`src/logic/mm_pkg.sv`:
```
`default_nettype none

package mm_pkg;

    localparam int MM_N       = 4;
    localparam int ELEM_W     = 8;
    localparam int ACC_W      = 18;  // Holds 4 * 255 * 255 without overflow
    localparam int FEED_STEPS = 3 * MM_N - 2;

    typedef logic [ELEM_W-1:0] elem_t;
    typedef logic [ACC_W-1:0] acc_t;

    // Element k at byte k
    typedef logic [MM_N*ELEM_W-1:0] vec_t;

    // Upper half A row, lower half B column
    typedef logic [2*MM_N*ELEM_W-1:0] in_word_t;

    // Element j at bits ACC_W*j upward
    typedef logic [MM_N*ACC_W-1:0] res_word_t;

    typedef enum logic [1:0] {
        ST_LOAD,
        ST_COMPUTE,
        ST_DRAIN
    } mm_state_t;

endpackage

`default_nettype wire
```
`src/logic/mm_wave_if.sv`:
```
`timescale 1ns/100ps
`default_nettype none

interface mm_wave_if;
    import mm_pkg::*;

    elem_t a_west [MM_N];   // One per array row
    elem_t b_north [MM_N];  // One per array column
    logic wave_valid;
    logic acc_clear;        // Comes with the first wavefront

    modport src (
        output a_west,
        output b_north,
        output wave_valid,
        output acc_clear
    );

    modport dst (
        input a_west,
        input b_north,
        input wave_valid,
        input acc_clear
    );

endinterface

`default_nettype wire

```
`src/logic/mm_top.sv`:
```
`timescale 1ns/100ps
`default_nettype none

module mm_top (
    input  logic              clk,
    input  logic              rst,
    input  logic              in_valid,
    output logic              in_ready,
    input  mm_pkg::in_word_t  in_data,
    output logic              res_valid,
    input  logic              res_ready,
    output mm_pkg::res_word_t res_data
);
    import mm_pkg::*;

    logic load_en;
    logic load_done;
    logic start;
    logic feed_done;
    logic drain_en;
    logic drain_done;
    vec_t a_rows [MM_N];
    vec_t b_cols [MM_N];
    acc_t acc [MM_N][MM_N];

    mm_wave_if u_wave ();

    assign in_ready = load_en;

    mm_ctrl u_ctrl (
        .clk        (clk),
        .rst        (rst),
        .load_done  (load_done),
        .feed_done  (feed_done),
        .drain_done (drain_done),
        .load_en    (load_en),
        .start      (start),
        .drain_en   (drain_en)
    );

    mm_operand_loader u_loader (
        .clk       (clk),
        .rst       (rst),
        .load_en   (load_en),
        .in_valid  (in_valid),
        .in_data   (in_data),
        .load_done (load_done),
        .a_rows    (a_rows),
        .b_cols    (b_cols)
    );

    mm_skew_feeder u_feeder (
        .clk       (clk),
        .rst       (rst),
        .start     (start),
        .a_rows    (a_rows),
        .b_cols    (b_cols),
        .feed_done (feed_done),
        .wave      (u_wave)
    );

    mm_pe_array u_array (
        .clk  (clk),
        .rst  (rst),
        .wave (u_wave),
        .acc  (acc)
    );

    mm_result_drain u_drain (
        .clk        (clk),
        .rst        (rst),
        .drain_en   (drain_en),
        .acc        (acc),
        .res_ready  (res_ready),
        .res_valid  (res_valid),
        .res_data   (res_data),
        .drain_done (drain_done)
    );

endmodule

`default_nettype wire

```
`src/logic/mm_result_drain.sv`:
```
`timescale 1ns/100ps
`default_nettype none

module mm_result_drain (
    input  logic              clk,
    input  logic              rst,
    input  logic              drain_en,
    input  mm_pkg::acc_t      acc [mm_pkg::MM_N][mm_pkg::MM_N],
    input  logic              res_ready,
    output logic              res_valid,
    output mm_pkg::res_word_t res_data,
    output logic              drain_done
);
    import mm_pkg::*;

    logic [$clog2(MM_N)-1:0] row;
    logic [$clog2(MM_N)-1:0] row_sel;
    logic fire;
    logic load_row;
    res_word_t row_word;

    assign fire     = res_valid && res_ready;
    assign row_sel  = fire ? row + 1'b1 : row;
    // Next row on a handshake, first row when the drain opens
    assign load_row = fire ? (row != MM_N - 1) : (drain_en && !res_valid && !drain_done);

    always_comb begin
        for (int j = 0; j < MM_N; j++) begin
            row_word[j*ACC_W +: ACC_W] = acc[row_sel][j];
        end
    end

    always_ff @(posedge clk or posedge rst) begin
        if (rst) begin
            row        <= '0;
            res_valid  <= 1'b0;
            drain_done <= 1'b0;
        end else begin
            drain_done <= 1'b0;
            if (fire) begin
                if (row == MM_N - 1) begin
                    row        <= '0;
                    res_valid  <= 1'b0;
                    drain_done <= 1'b1;
                end else begin
                    row <= row + 1'b1;
                end
            end else if (load_row) begin
                res_valid <= 1'b1;
            end
        end
    end

    always_ff @(posedge clk) begin
        if (load_row) begin
            res_data <= row_word;  // Held while stalled
        end
    end

endmodule

`default_nettype wire

```
`src/logic/mm_pe_array.sv`:
```
`timescale 1ns/100ps
`default_nettype none

module mm_pe_array (
    input  logic         clk,
    input  logic         rst,
    mm_wave_if.dst       wave,
    output mm_pkg::acc_t acc [mm_pkg::MM_N][mm_pkg::MM_N]
);
    import mm_pkg::*;

    logic valid_q;  // Forwarding registers hold current data
    elem_t a_fwd [MM_N][MM_N];
    elem_t b_fwd [MM_N][MM_N];

    always_ff @(posedge clk or posedge rst) begin
        if (rst) begin
            valid_q <= 1'b0;
        end else begin
            valid_q <= wave.wave_valid;
        end
    end

    genvar i, j;
    for (i = 0; i < MM_N; i++) begin : g_row
        for (j = 0; j < MM_N; j++) begin : g_col
            elem_t a_in;
            elem_t b_in;

            if (j == 0) begin : g_a_edge
                assign a_in = wave.a_west[i];
            end else begin : g_a_inner
                // Stale operands from the previous matrix are masked
                assign a_in = valid_q ? a_fwd[i][j-1] : '0;
            end

            if (i == 0) begin : g_b_edge
                assign b_in = wave.b_north[j];
            end else begin : g_b_inner
                assign b_in = valid_q ? b_fwd[i-1][j] : '0;
            end

            always_ff @(posedge clk) begin
                if (wave.wave_valid) begin
                    a_fwd[i][j] <= a_in;  // East
                    b_fwd[i][j] <= b_in;  // South
                end
            end

            always_ff @(posedge clk or posedge rst) begin
                if (rst) begin
                    acc[i][j] <= '0;
                end else if (wave.wave_valid) begin
                    acc[i][j] <= (wave.acc_clear ? acc_t'(0) : acc[i][j]) + a_in * b_in;
                end
            end
        end
    end

endmodule

`default_nettype wire

```
`src/logic/mm_skew_feeder.sv`:
```
`timescale 1ns/100ps
`default_nettype none

module mm_skew_feeder (
    input  logic         clk,
    input  logic         rst,
    input  logic         start,
    input  mm_pkg::vec_t a_rows [mm_pkg::MM_N],
    input  mm_pkg::vec_t b_cols [mm_pkg::MM_N],
    output logic         feed_done,
    mm_wave_if.src       wave
);
    import mm_pkg::*;

    localparam int STEP_W = $clog2(FEED_STEPS);
    typedef logic [STEP_W-1:0] step_t;

    step_t step;  // Rests at zero while idle
    logic busy;
    logic issue;
    elem_t a_next [MM_N];
    elem_t b_next [MM_N];

    assign issue = start || busy;

    // Row i and column i lag by i steps, zero outside the matrix
    always_comb begin
        int k;
        for (int i = 0; i < MM_N; i++) begin
            k = int'(step) - i;
            a_next[i] = '0;
            b_next[i] = '0;
            if (k >= 0 && k < MM_N) begin
                a_next[i] = a_rows[i][k*ELEM_W +: ELEM_W];
                b_next[i] = b_cols[i][k*ELEM_W +: ELEM_W];
            end
        end
    end

    always_ff @(posedge clk or posedge rst) begin
        if (rst) begin
            busy            <= 1'b0;
            step            <= '0;
            wave.wave_valid <= 1'b0;
            wave.acc_clear  <= 1'b0;
            feed_done       <= 1'b0;
        end else begin
            wave.wave_valid <= issue;
            wave.acc_clear  <= start;
            feed_done       <= wave.wave_valid && !issue;  // Cycle after last wavefront
            if (issue) begin
                if (step == step_t'(FEED_STEPS - 1)) begin
                    busy <= 1'b0;
                    step <= '0;
                end else begin
                    busy <= 1'b1;
                    step <= step + 1'b1;
                end
            end
        end
    end

    always_ff @(posedge clk) begin
        if (issue) begin
            wave.a_west  <= a_next;
            wave.b_north <= b_next;
        end
    end

endmodule

`default_nettype wire

```
`src/logic/mm_operand_loader.sv`:
```
`timescale 1ns/100ps
`default_nettype none

module mm_operand_loader (
    input  logic             clk,
    input  logic             rst,
    input  logic             load_en,
    input  logic             in_valid,
    input  mm_pkg::in_word_t in_data,
    output logic             load_done,
    output mm_pkg::vec_t     a_rows [mm_pkg::MM_N],
    output mm_pkg::vec_t     b_cols [mm_pkg::MM_N]
);
    import mm_pkg::*;

    localparam int VEC_W = $bits(vec_t);

    logic [$clog2(MM_N)-1:0] word_cnt;
    logic accept;
    vec_t row_word;
    vec_t col_word;

    assign accept   = in_valid && load_en;
    assign row_word = in_data[VEC_W +: VEC_W];
    assign col_word = in_data[0 +: VEC_W];

    always_ff @(posedge clk or posedge rst) begin
        if (rst) begin
            word_cnt  <= '0;
            load_done <= 1'b0;
            for (int w = 0; w < MM_N; w++) begin
                a_rows[w] <= '0;
                b_cols[w] <= '0;
            end
        end else begin
            load_done <= 1'b0;
            if (accept) begin
                a_rows[word_cnt] <= row_word;  // Row w of A
                b_cols[word_cnt] <= col_word;  // Column w of B
                if (word_cnt == MM_N - 1) begin
                    word_cnt  <= '0;
                    load_done <= 1'b1;
                end else begin
                    word_cnt <= word_cnt + 1'b1;
                end
            end
        end
    end

endmodule

`default_nettype wire

```
`src/logic/mm_ctrl.sv`:
```
`timescale 1ns/100ps
`default_nettype none

module mm_ctrl (
    input  logic clk,
    input  logic rst,
    input  logic load_done,
    input  logic feed_done,
    input  logic drain_done,
    output logic load_en,
    output logic start,
    output logic drain_en
);
    import mm_pkg::*;

    mm_state_t state;
    mm_state_t state_next;

    always_comb begin
        state_next = state;
        case (state)
            ST_LOAD: begin
                if (load_done) begin
                    state_next = ST_COMPUTE;
                end
            end
            ST_COMPUTE: begin
                if (feed_done) begin
                    state_next = ST_DRAIN;
                end
            end
            ST_DRAIN: begin
                if (drain_done) begin
                    state_next = ST_LOAD;
                end
            end
            default: begin
                state_next = ST_LOAD;
            end
        endcase
    end

    always_ff @(posedge clk or posedge rst) begin
        if (rst) begin
            state <= ST_LOAD;
            start <= 1'b0;
        end else begin
            state <= state_next;
            start <= (state == ST_LOAD) && (state_next == ST_COMPUTE);  // Single pulse
        end
    end

    // load_done is a registered pulse, so the word after the fourth is refused
    assign load_en  = (state == ST_LOAD) && !load_done;
    assign drain_en = (state == ST_DRAIN);

endmodule

`default_nettype wire

```
`config.mk`:
```
export PLATFORM = sky130hd
export DESIGN_NAME = mm_top
export DESIGN_NICKNAME = d
export VERILOG_FILES = /design/src/logic/mm_pkg.sv /design/src/logic/mm_wave_if.sv /design/src/logic/mm_top.sv /design/src/logic/mm_result_drain.sv /design/src/logic/mm_pe_array.sv /design/src/logic/mm_skew_feeder.sv /design/src/logic/mm_operand_loader.sv /design/src/logic/mm_ctrl.sv
export SDC_FILE = /design/constraint.sdc
export NUM_CORES = 2
export LEC_CHECK = 0
export ABC_CLOCK_PERIOD_IN_PS = 43600
export BUFFER_PORTS_ARGS = -buffer_cell sky130_fd_sc_hd__buf_4
export CAP_MARGIN = 20
export CORE_UTILIZATION = 50
export CTS_BUF_LIST = sky130_fd_sc_hd__clkbuf_2
export CTS_CLUSTER_DIAMETER = 200
export DETAILED_ROUTE_END_ITERATION = 8
export PLACE_DENSITY = 0.66
export SKIP_CTS_REPAIR_TIMING = 1
export SLEW_MARGIN = 20
export SYNTH_ARGS = -nofsm -noshare
export SYNTH_HDL_FRONTEND = slang
export SYNTH_SLANG_ARGS = --single-unit
```
`constraint.sdc`:
```
create_clock -name clk -period 43.6 [get_ports clk]
set_clock_uncertainty 0.05 [all_clocks]
set_input_delay 2.18 -clock clk [delete_from_list [all_inputs] [get_ports clk]]
set_output_delay 2.18 -clock clk [all_outputs]
set_load 0.1 [all_outputs]
```
Word level (Yosys, flattened, before mapping)
Memories as Yosys holds them, arrays and structs flattened.
Index checks and enable logic that the tools add are counted.
{"block": "word_totals", "regBits": 699, "output_inout_bits": 74, "ramBits": 256, "input_bits": 68, "mem_count": 2, "wordCells": 201}
{"block": "classes", "muxes": 66, "multipliers": 16, "n_bitwise": 2, "n_eq_ne": 8, "reduce_logical": 20, "add_sub_neg": 22, "shift": 8, "order_cmp": 11}
{"memory": "u_array.a_fwd", "words": 4, "word_bits": 32, "read_ports": 4, "rd_clocked_by_memory_dff": 0, "write_ports": 4, "line": "mm_pe_array.sv:13", "rtl": "elem_t a_fwd [MM_N][MM_N];"}
{"memory": "u_array.b_fwd", "words": 4, "word_bits": 32, "read_ports": 3, "rd_clocked_by_memory_dff": 0, "write_ports": 4, "line": "mm_pe_array.sv:14", "rtl": "elem_t b_fwd [MM_N][MM_N];"}
{"op": "18-bit by 16-bit adder with 18-bit output", "n": 16}
{"op": "18-bit 2-to-1 mux", "n": 16}
{"op": "128-bit bitwise mux", "n": 2}
{"op": "8-bit by 8-bit multiplier with 16-bit output", "n": 16}
{"op": "8-bit 2-to-1 mux", "n": 24}
{"op": "32-bit by 32-bit indexed part select with 8-bit output", "n": 6}
{"op": "72-bit binary-select mux with 2-bit select", "n": 1}
{"op": "72-bit 2-to-1 mux", "n": 2}
{"op": "32-bit by 1-bit greater-or-equal comparator with 1-bit output, second input constant", "n": 3}
{"op": "32-bit by 4-bit < comparator with 1-bit output, second input constant", "n": 3}
{"op": "32-bit demux with 2-bit select", "n": 1}
{"op": "32-bit by 8-bit indexed part select with 8-bit output", "n": 2}
{"op": "32-bit 2-to-1 mux", "n": 1}
{"op": "1-bit logical AND", "n": 12}
{"op": "2-bit 2-to-1 mux", "n": 6}
{"op": "1-bit 2-to-1 mux", "n": 11}
{"op": "4-bit by 2-bit subtractor with 5-bit output, second input constant", "n": 2}
{"op": "2-bit == test, second input constant", "n": 3}
{"op": "3-bit greater-or-equal comparator, second input constant", "n": 2}
{"op": "2-bit NOT with 3-bit output", "n": 2}
{"op": "2-bit case mux with 3 select lines", "n": 1}
{"op": "4-bit by 1-bit subtractor with 5-bit output, second input constant", "n": 1}
{"op": "2-bit by 1-bit adder with 2-bit output, second input constant", "n": 2}
{"op": "4-bit by 1-bit adder with 4-bit output, second input constant", "n": 1}
{"op": "other kinds (12)", "n": 17}

Logic depth before layout (Yosys ltp)
{"block": "logic_depth", "depth_word": 6, "ltp_mapped": 23, "depth_no_buf": 21}

Hierarchy
From an unflattened synthesis, not the netlist that was laid out.
{"block": "unflattened", "cells_unflattened": 7642, "hier_area_um2": 80196.9}
{"module": "mm_pe_array", "cells_per_inst": 6255, "n_inst": 1, "seq_area_each_um2": 12997.5, "area_per_inst_um2": 60002.5}
{"module": "mm_operand_loader", "cells_per_inst": 557, "n_inst": 1, "seq_area_each_um2": 6481.2, "area_per_inst_um2": 9808.2}
{"module": "mm_result_drain", "cells_per_inst": 535, "n_inst": 1, "seq_area_each_um2": 2262.2, "area_per_inst_um2": 5759.3}
{"module": "mm_skew_feeder", "cells_per_inst": 282, "n_inst": 1, "seq_area_each_um2": 2122.0, "area_per_inst_um2": 4489.3}
{"module": "mm_ctrl", "cells_per_inst": 13, "n_inst": 1, "seq_area_each_um2": 75.1, "area_per_inst_um2": 137.6}

Worst setup path before layout
Ideal clock, no wire load.
{"block": "synth_timing", "path_kind": "in2reg", "from": "in res_ready", "to": "reg u_drain.res_data[0] (enable)", "path_buffers": 0, "setup_ns": 0.528, "required_ns": 43.022, "setup_slack_ns": 37.301, "arrival_ns": 5.722, "stages": 2, "cell_sequence": "nand2_1 > o22ai_1"}
{"block": "synth_via", "elab_chain_len": 2}
{"element": "from (decl)", "line": "mm_top.sv:11", "rtl": "input logic res_ready,"}
{"element": "1-bit logical AND", "line": "mm_result_drain.sv:22", "rtl": "assign fire = res_valid && res_ready;"}
{"element": "1-bit 2-to-1 mux", "line": "mm_result_drain.sv:25", "rtl": "assign load_row = fire ? (row != MM_N - 1) : (drain_en && !res_valid && !drain_done);"}
{"element": "named net u_drain.load_row", "line": "mm_result_drain.sv:19", "rtl": "logic load_row;"}
{"element": "to (signal assigned)", "line": "mm_result_drain.sv:56", "rtl": "res_data <= row_word;"}
{"element": "to (decl)", "line": "mm_result_drain.sv:11", "rtl": "output mm_pkg::res_word_t res_data,"}
The timed path passes the listed nets, and every way through them passes these cells.
A chain may end at the register's enable or synchronous reset.

Worst setup path in the final report
{"block": "layout_timing", "from": "reg u_array.valid_q", "to": "reg u_array.acc[89] (netlist name)"}
{"block": "layout_via", "elab_chain_len": 3, "word_cells_on_any_way": 4, "cone_classes": "1 x add/sub; 1 x mul; 2 x mux"}
{"element": "from (decl)", "line": "mm_pe_array.sv:12", "rtl": "logic valid_q;"}
{"element": "from (signal assigned)", "line": "mm_pe_array.sv:20", "rtl": "valid_q <= wave.wave_valid;"}
{"element": "8-bit 2-to-1 mux (on tied branches)", "line": "mm_pe_array.sv:34, mm_pe_array.sv:40"}
{"element": "8-bit by 8-bit multiplier with 16-bit output (*)", "line": "mm_pe_array.sv:54", "rtl": "acc[i][j] <= (wave.acc_clear ? acc_t'(0) : acc[i][j]) + a_in * b_in;"}
{"element": "18-bit by 16-bit adder with 18-bit output (*)", "line": "mm_pe_array.sv:54"}
Mark *: on every way between the ends. The rest lies on a longest branch, timed or not.

==> impl_metrics.toml <==
[cts]
clock_path_buffers = 3
clockRootBuffer = "clkbuf_2"
cts_max_level = 4
cts.sinks = 891
tritoncts = "yes"
clk_pin_slew_worst_paths_ns = 0.12
cts_made_buffers = 239
clk_latency_ns = 1.84

[floorplan]
rows = 144
io_pins = 142
initial_utilization = 0.504
die_height_um = 396
die_area_mm2 = 0.157
die_w_um = 396
core_area_mm2 = 0.154

[grt]
grt_pass1_wl_um = 307000
grt_pass1_vias = 55074
grt_remaining_overflow = 0
grt_start_max_net_pins = 220
gr-usage-all-layers = 0.252
antenna_found_initial = 21

[layout]
drive_above_1_share = 0.148
fin_nets = 8876
area_delta_synth_final_pct = 7.13
mostFrequentLayoutCells = "inv_1, fa_1, ha_1"
final_common_cell = "inv_1"

[sta]
fin_crit_ns = 7.98
setup_viol = 0
hold_viol = 0
fmax_mhz = 125
slew_headroom = 0.194
rsz0062_at_grt = "false"
fin_ws_ns = 35.62
setup_tns_ns = 0
fin_crit_sh = 0.183
worst_pin_slew_ns = 1.21
drv_slew = 0

[detailed_routing]
vias = 52764
wire_per_inst_um = 20.1
drt_pre_antenna_iters = 7
routed_wl_um = 193000
vias_per_cell = 5.48
route.detailed.drc = 0
dr.first_iter.drc_count = 3409
ant_nets = 0

[synthesis]
yosys_warnings = 0
synth_seq_area_share = 0.309
synthFlopType = "dfrtp_1"
synthArstFlopShare = 0.632
syn_nets = 8720
ys_types = 64
syn_area_per_cell_um2 = 10.8
syn_inst = 7200
netlist_area_mm2 = 0.0776
synth_edf_count = 328
ys_seq_elements = 891

[outcome]
status = "complete, no violations"

[placement]
port_buffers = 141
dp.final_hpwl_um = 145000
gp_congestion = 0.903
place_ws_ns = 35.85

[worst_setup_path]
crit_path_end_kind = "flip-flop"
worst_path_most_repeated_cell = "fa_1"
worst_ep_arrival_time_ns = 9.56
critPathRequiredTime_ns = 45.18
cp_slowest_cell = "dfrtp_4"
r2r-start = "u_array.valid_q"
r2r_cells = 22
critPathLaunchType = "flip-flop"
critPathMaxStageDelay_ns = 0.90
path_class = "reg2reg"
crit_fanout = 219
r2r_end = "u_array.acc[89]"
r2r_slack_ns = 35.62
cp_cell_sequence = "buf_4 > buf_4 > buf_12 > and2_1 > nand2_1 > fa_1 > inv_1 > fa_1 > fa_1 > inv_1 > fa_1 > inv_1 > ha_1 > a21oi_1 > o21ai_1 > nand2_1 > a31oi_1 > a221o_1 > a21oi_1 > xor2_1 > nor3_1 > a211o_1"

[hold_path]
hold_class = "in2async"

[job]
timing.max_cap.violations = 0
area by class of cell:
cell class              instances  area, um2
flip-flops and latches        891      24000
clock buffers                 347       1740
diodes                         15       37.5
clock inverters               100        707
multi-input cells            4694      47600
well taps                    2044       2560
inverters                    1353       5090
repair buffers                177       1380
fillers                     13583      71000
stage by stage:
step | area, um2 | util | std cells | hold slack, ns
2_1_floorplan | 77600 | - | 7200 | 0.305
3_3_place_gp | 80600 | 0.523 | 9159 | 0.396
3_5_place_dp | 80600 | 0.523 | 9159 | 0.390
4_1_cts | 83100 | 0.539 | 9606 | 0.259
5_1_grt | 83100 | 0.539 | 9618 | 0.310
6_report | 83100 | 0.539 | 9621 | 0.418
Yosys cell counts (62+ instances only):
| master | instances | area (um2) |
|---|---|---|
| nor2b_1 | 185 | 1160 |
| mux2_2 | 413 | 4650 |
| clkbuf_1 | 217 | 815 |
| mux4_2 | 120 | 2700 |
| edfxtp_1 | 328 | 9850 |
| xnor2_1 | 148 | 1300 |
| a21o_1 | 79 | 593 |
| a21oi_1 | 202 | 1010 |
| fa_1 | 800 | 16000 |
| inv_1 | 1350 | 5070 |
| ha_1 | 652 | 8160 |
| nand3_1 | 62 | 310 |
| and3_1 | 620 | 3880 |
| nand2_1 | 581 | 2180 |
| dfrtp_1 | 563 | 14100 |
| and2_1 | 169 | 1060 |
| nor2_1 | 123 | 462 |
registers in the layout, summed over array words and instances, names as in the netlist, 2 cells and up:
name	count
u_array.acc	288
u_loader.word_cnt	2
u_loader.a_rows	128
u_feeder.wave.b_north	32
u_drain.row	2
u_feeder.wave.a_west	32
u_array.b_fwd	96
u_feeder.step	4
u_drain.res_data	72
u_array.a_fwd	96
u_loader.b_cols	128
u_ctrl.state	2
routing by layer:
layer | global-route usage | share of wire | up-vias
met1 | 0.329 | 0.42 | 26710
met4 | 0.108 | 0.042 | 10
met5 | 0 | 0.00036 | -
met2 | 0.411 | 0.48 | 1503
met3 | 0.0488 | 0.063 | 362
li1 | - | - | 24179
kinds of logic after synthesis:
logic type               Yosys count  synth area share
flip-flops                       891             0.309
multiplexers                     626             0.108
buffers and inverters           1615            0.0783
AO/OA/AOI/OAI                    575            0.0469
AND/OR/NAND/NOR                 1849             0.125
adder cells (fa/ha/maj)         1452             0.312
XOR/XNOR                         192            0.0217
worst max-delay path by stage:
stage | start | end | slack [ns] | cells past startpoint
3_5_place_dp | u_array.valid_q | u_array.acc[89] | 35.85 | 22
4_1_cts | u_array.valid_q | u_array.acc[89] | 35.66 | 22
3_3_place_gp | u_array.valid_q | u_array.acc[89] | 35.94 | 22
6_report | u_array.valid_q | u_array.acc[89] | 35.62 | 22
2_1_floorplan | rst | u_array.acc[0] | 25.62 | 1
5_1_grt | u_array.valid_q | u_array.acc[89] | 35.17 | 22
worst max-delay path: cells and delay by family (launching register included):
family	cells	cell delay, ns
AND/OR/NAND/NOR	4	0.70
AO/OA/AOI/OAI	6	1.43
flip-flops	1	0.90
XOR/XNOR	1	0.24
buffers and inverters	6	1.88
adder cells (fa/ha/maj)	5	2.33
Power is not shown: default switching activity piles up to over one toggle a cycle in this logic, so the estimate is an artifact.
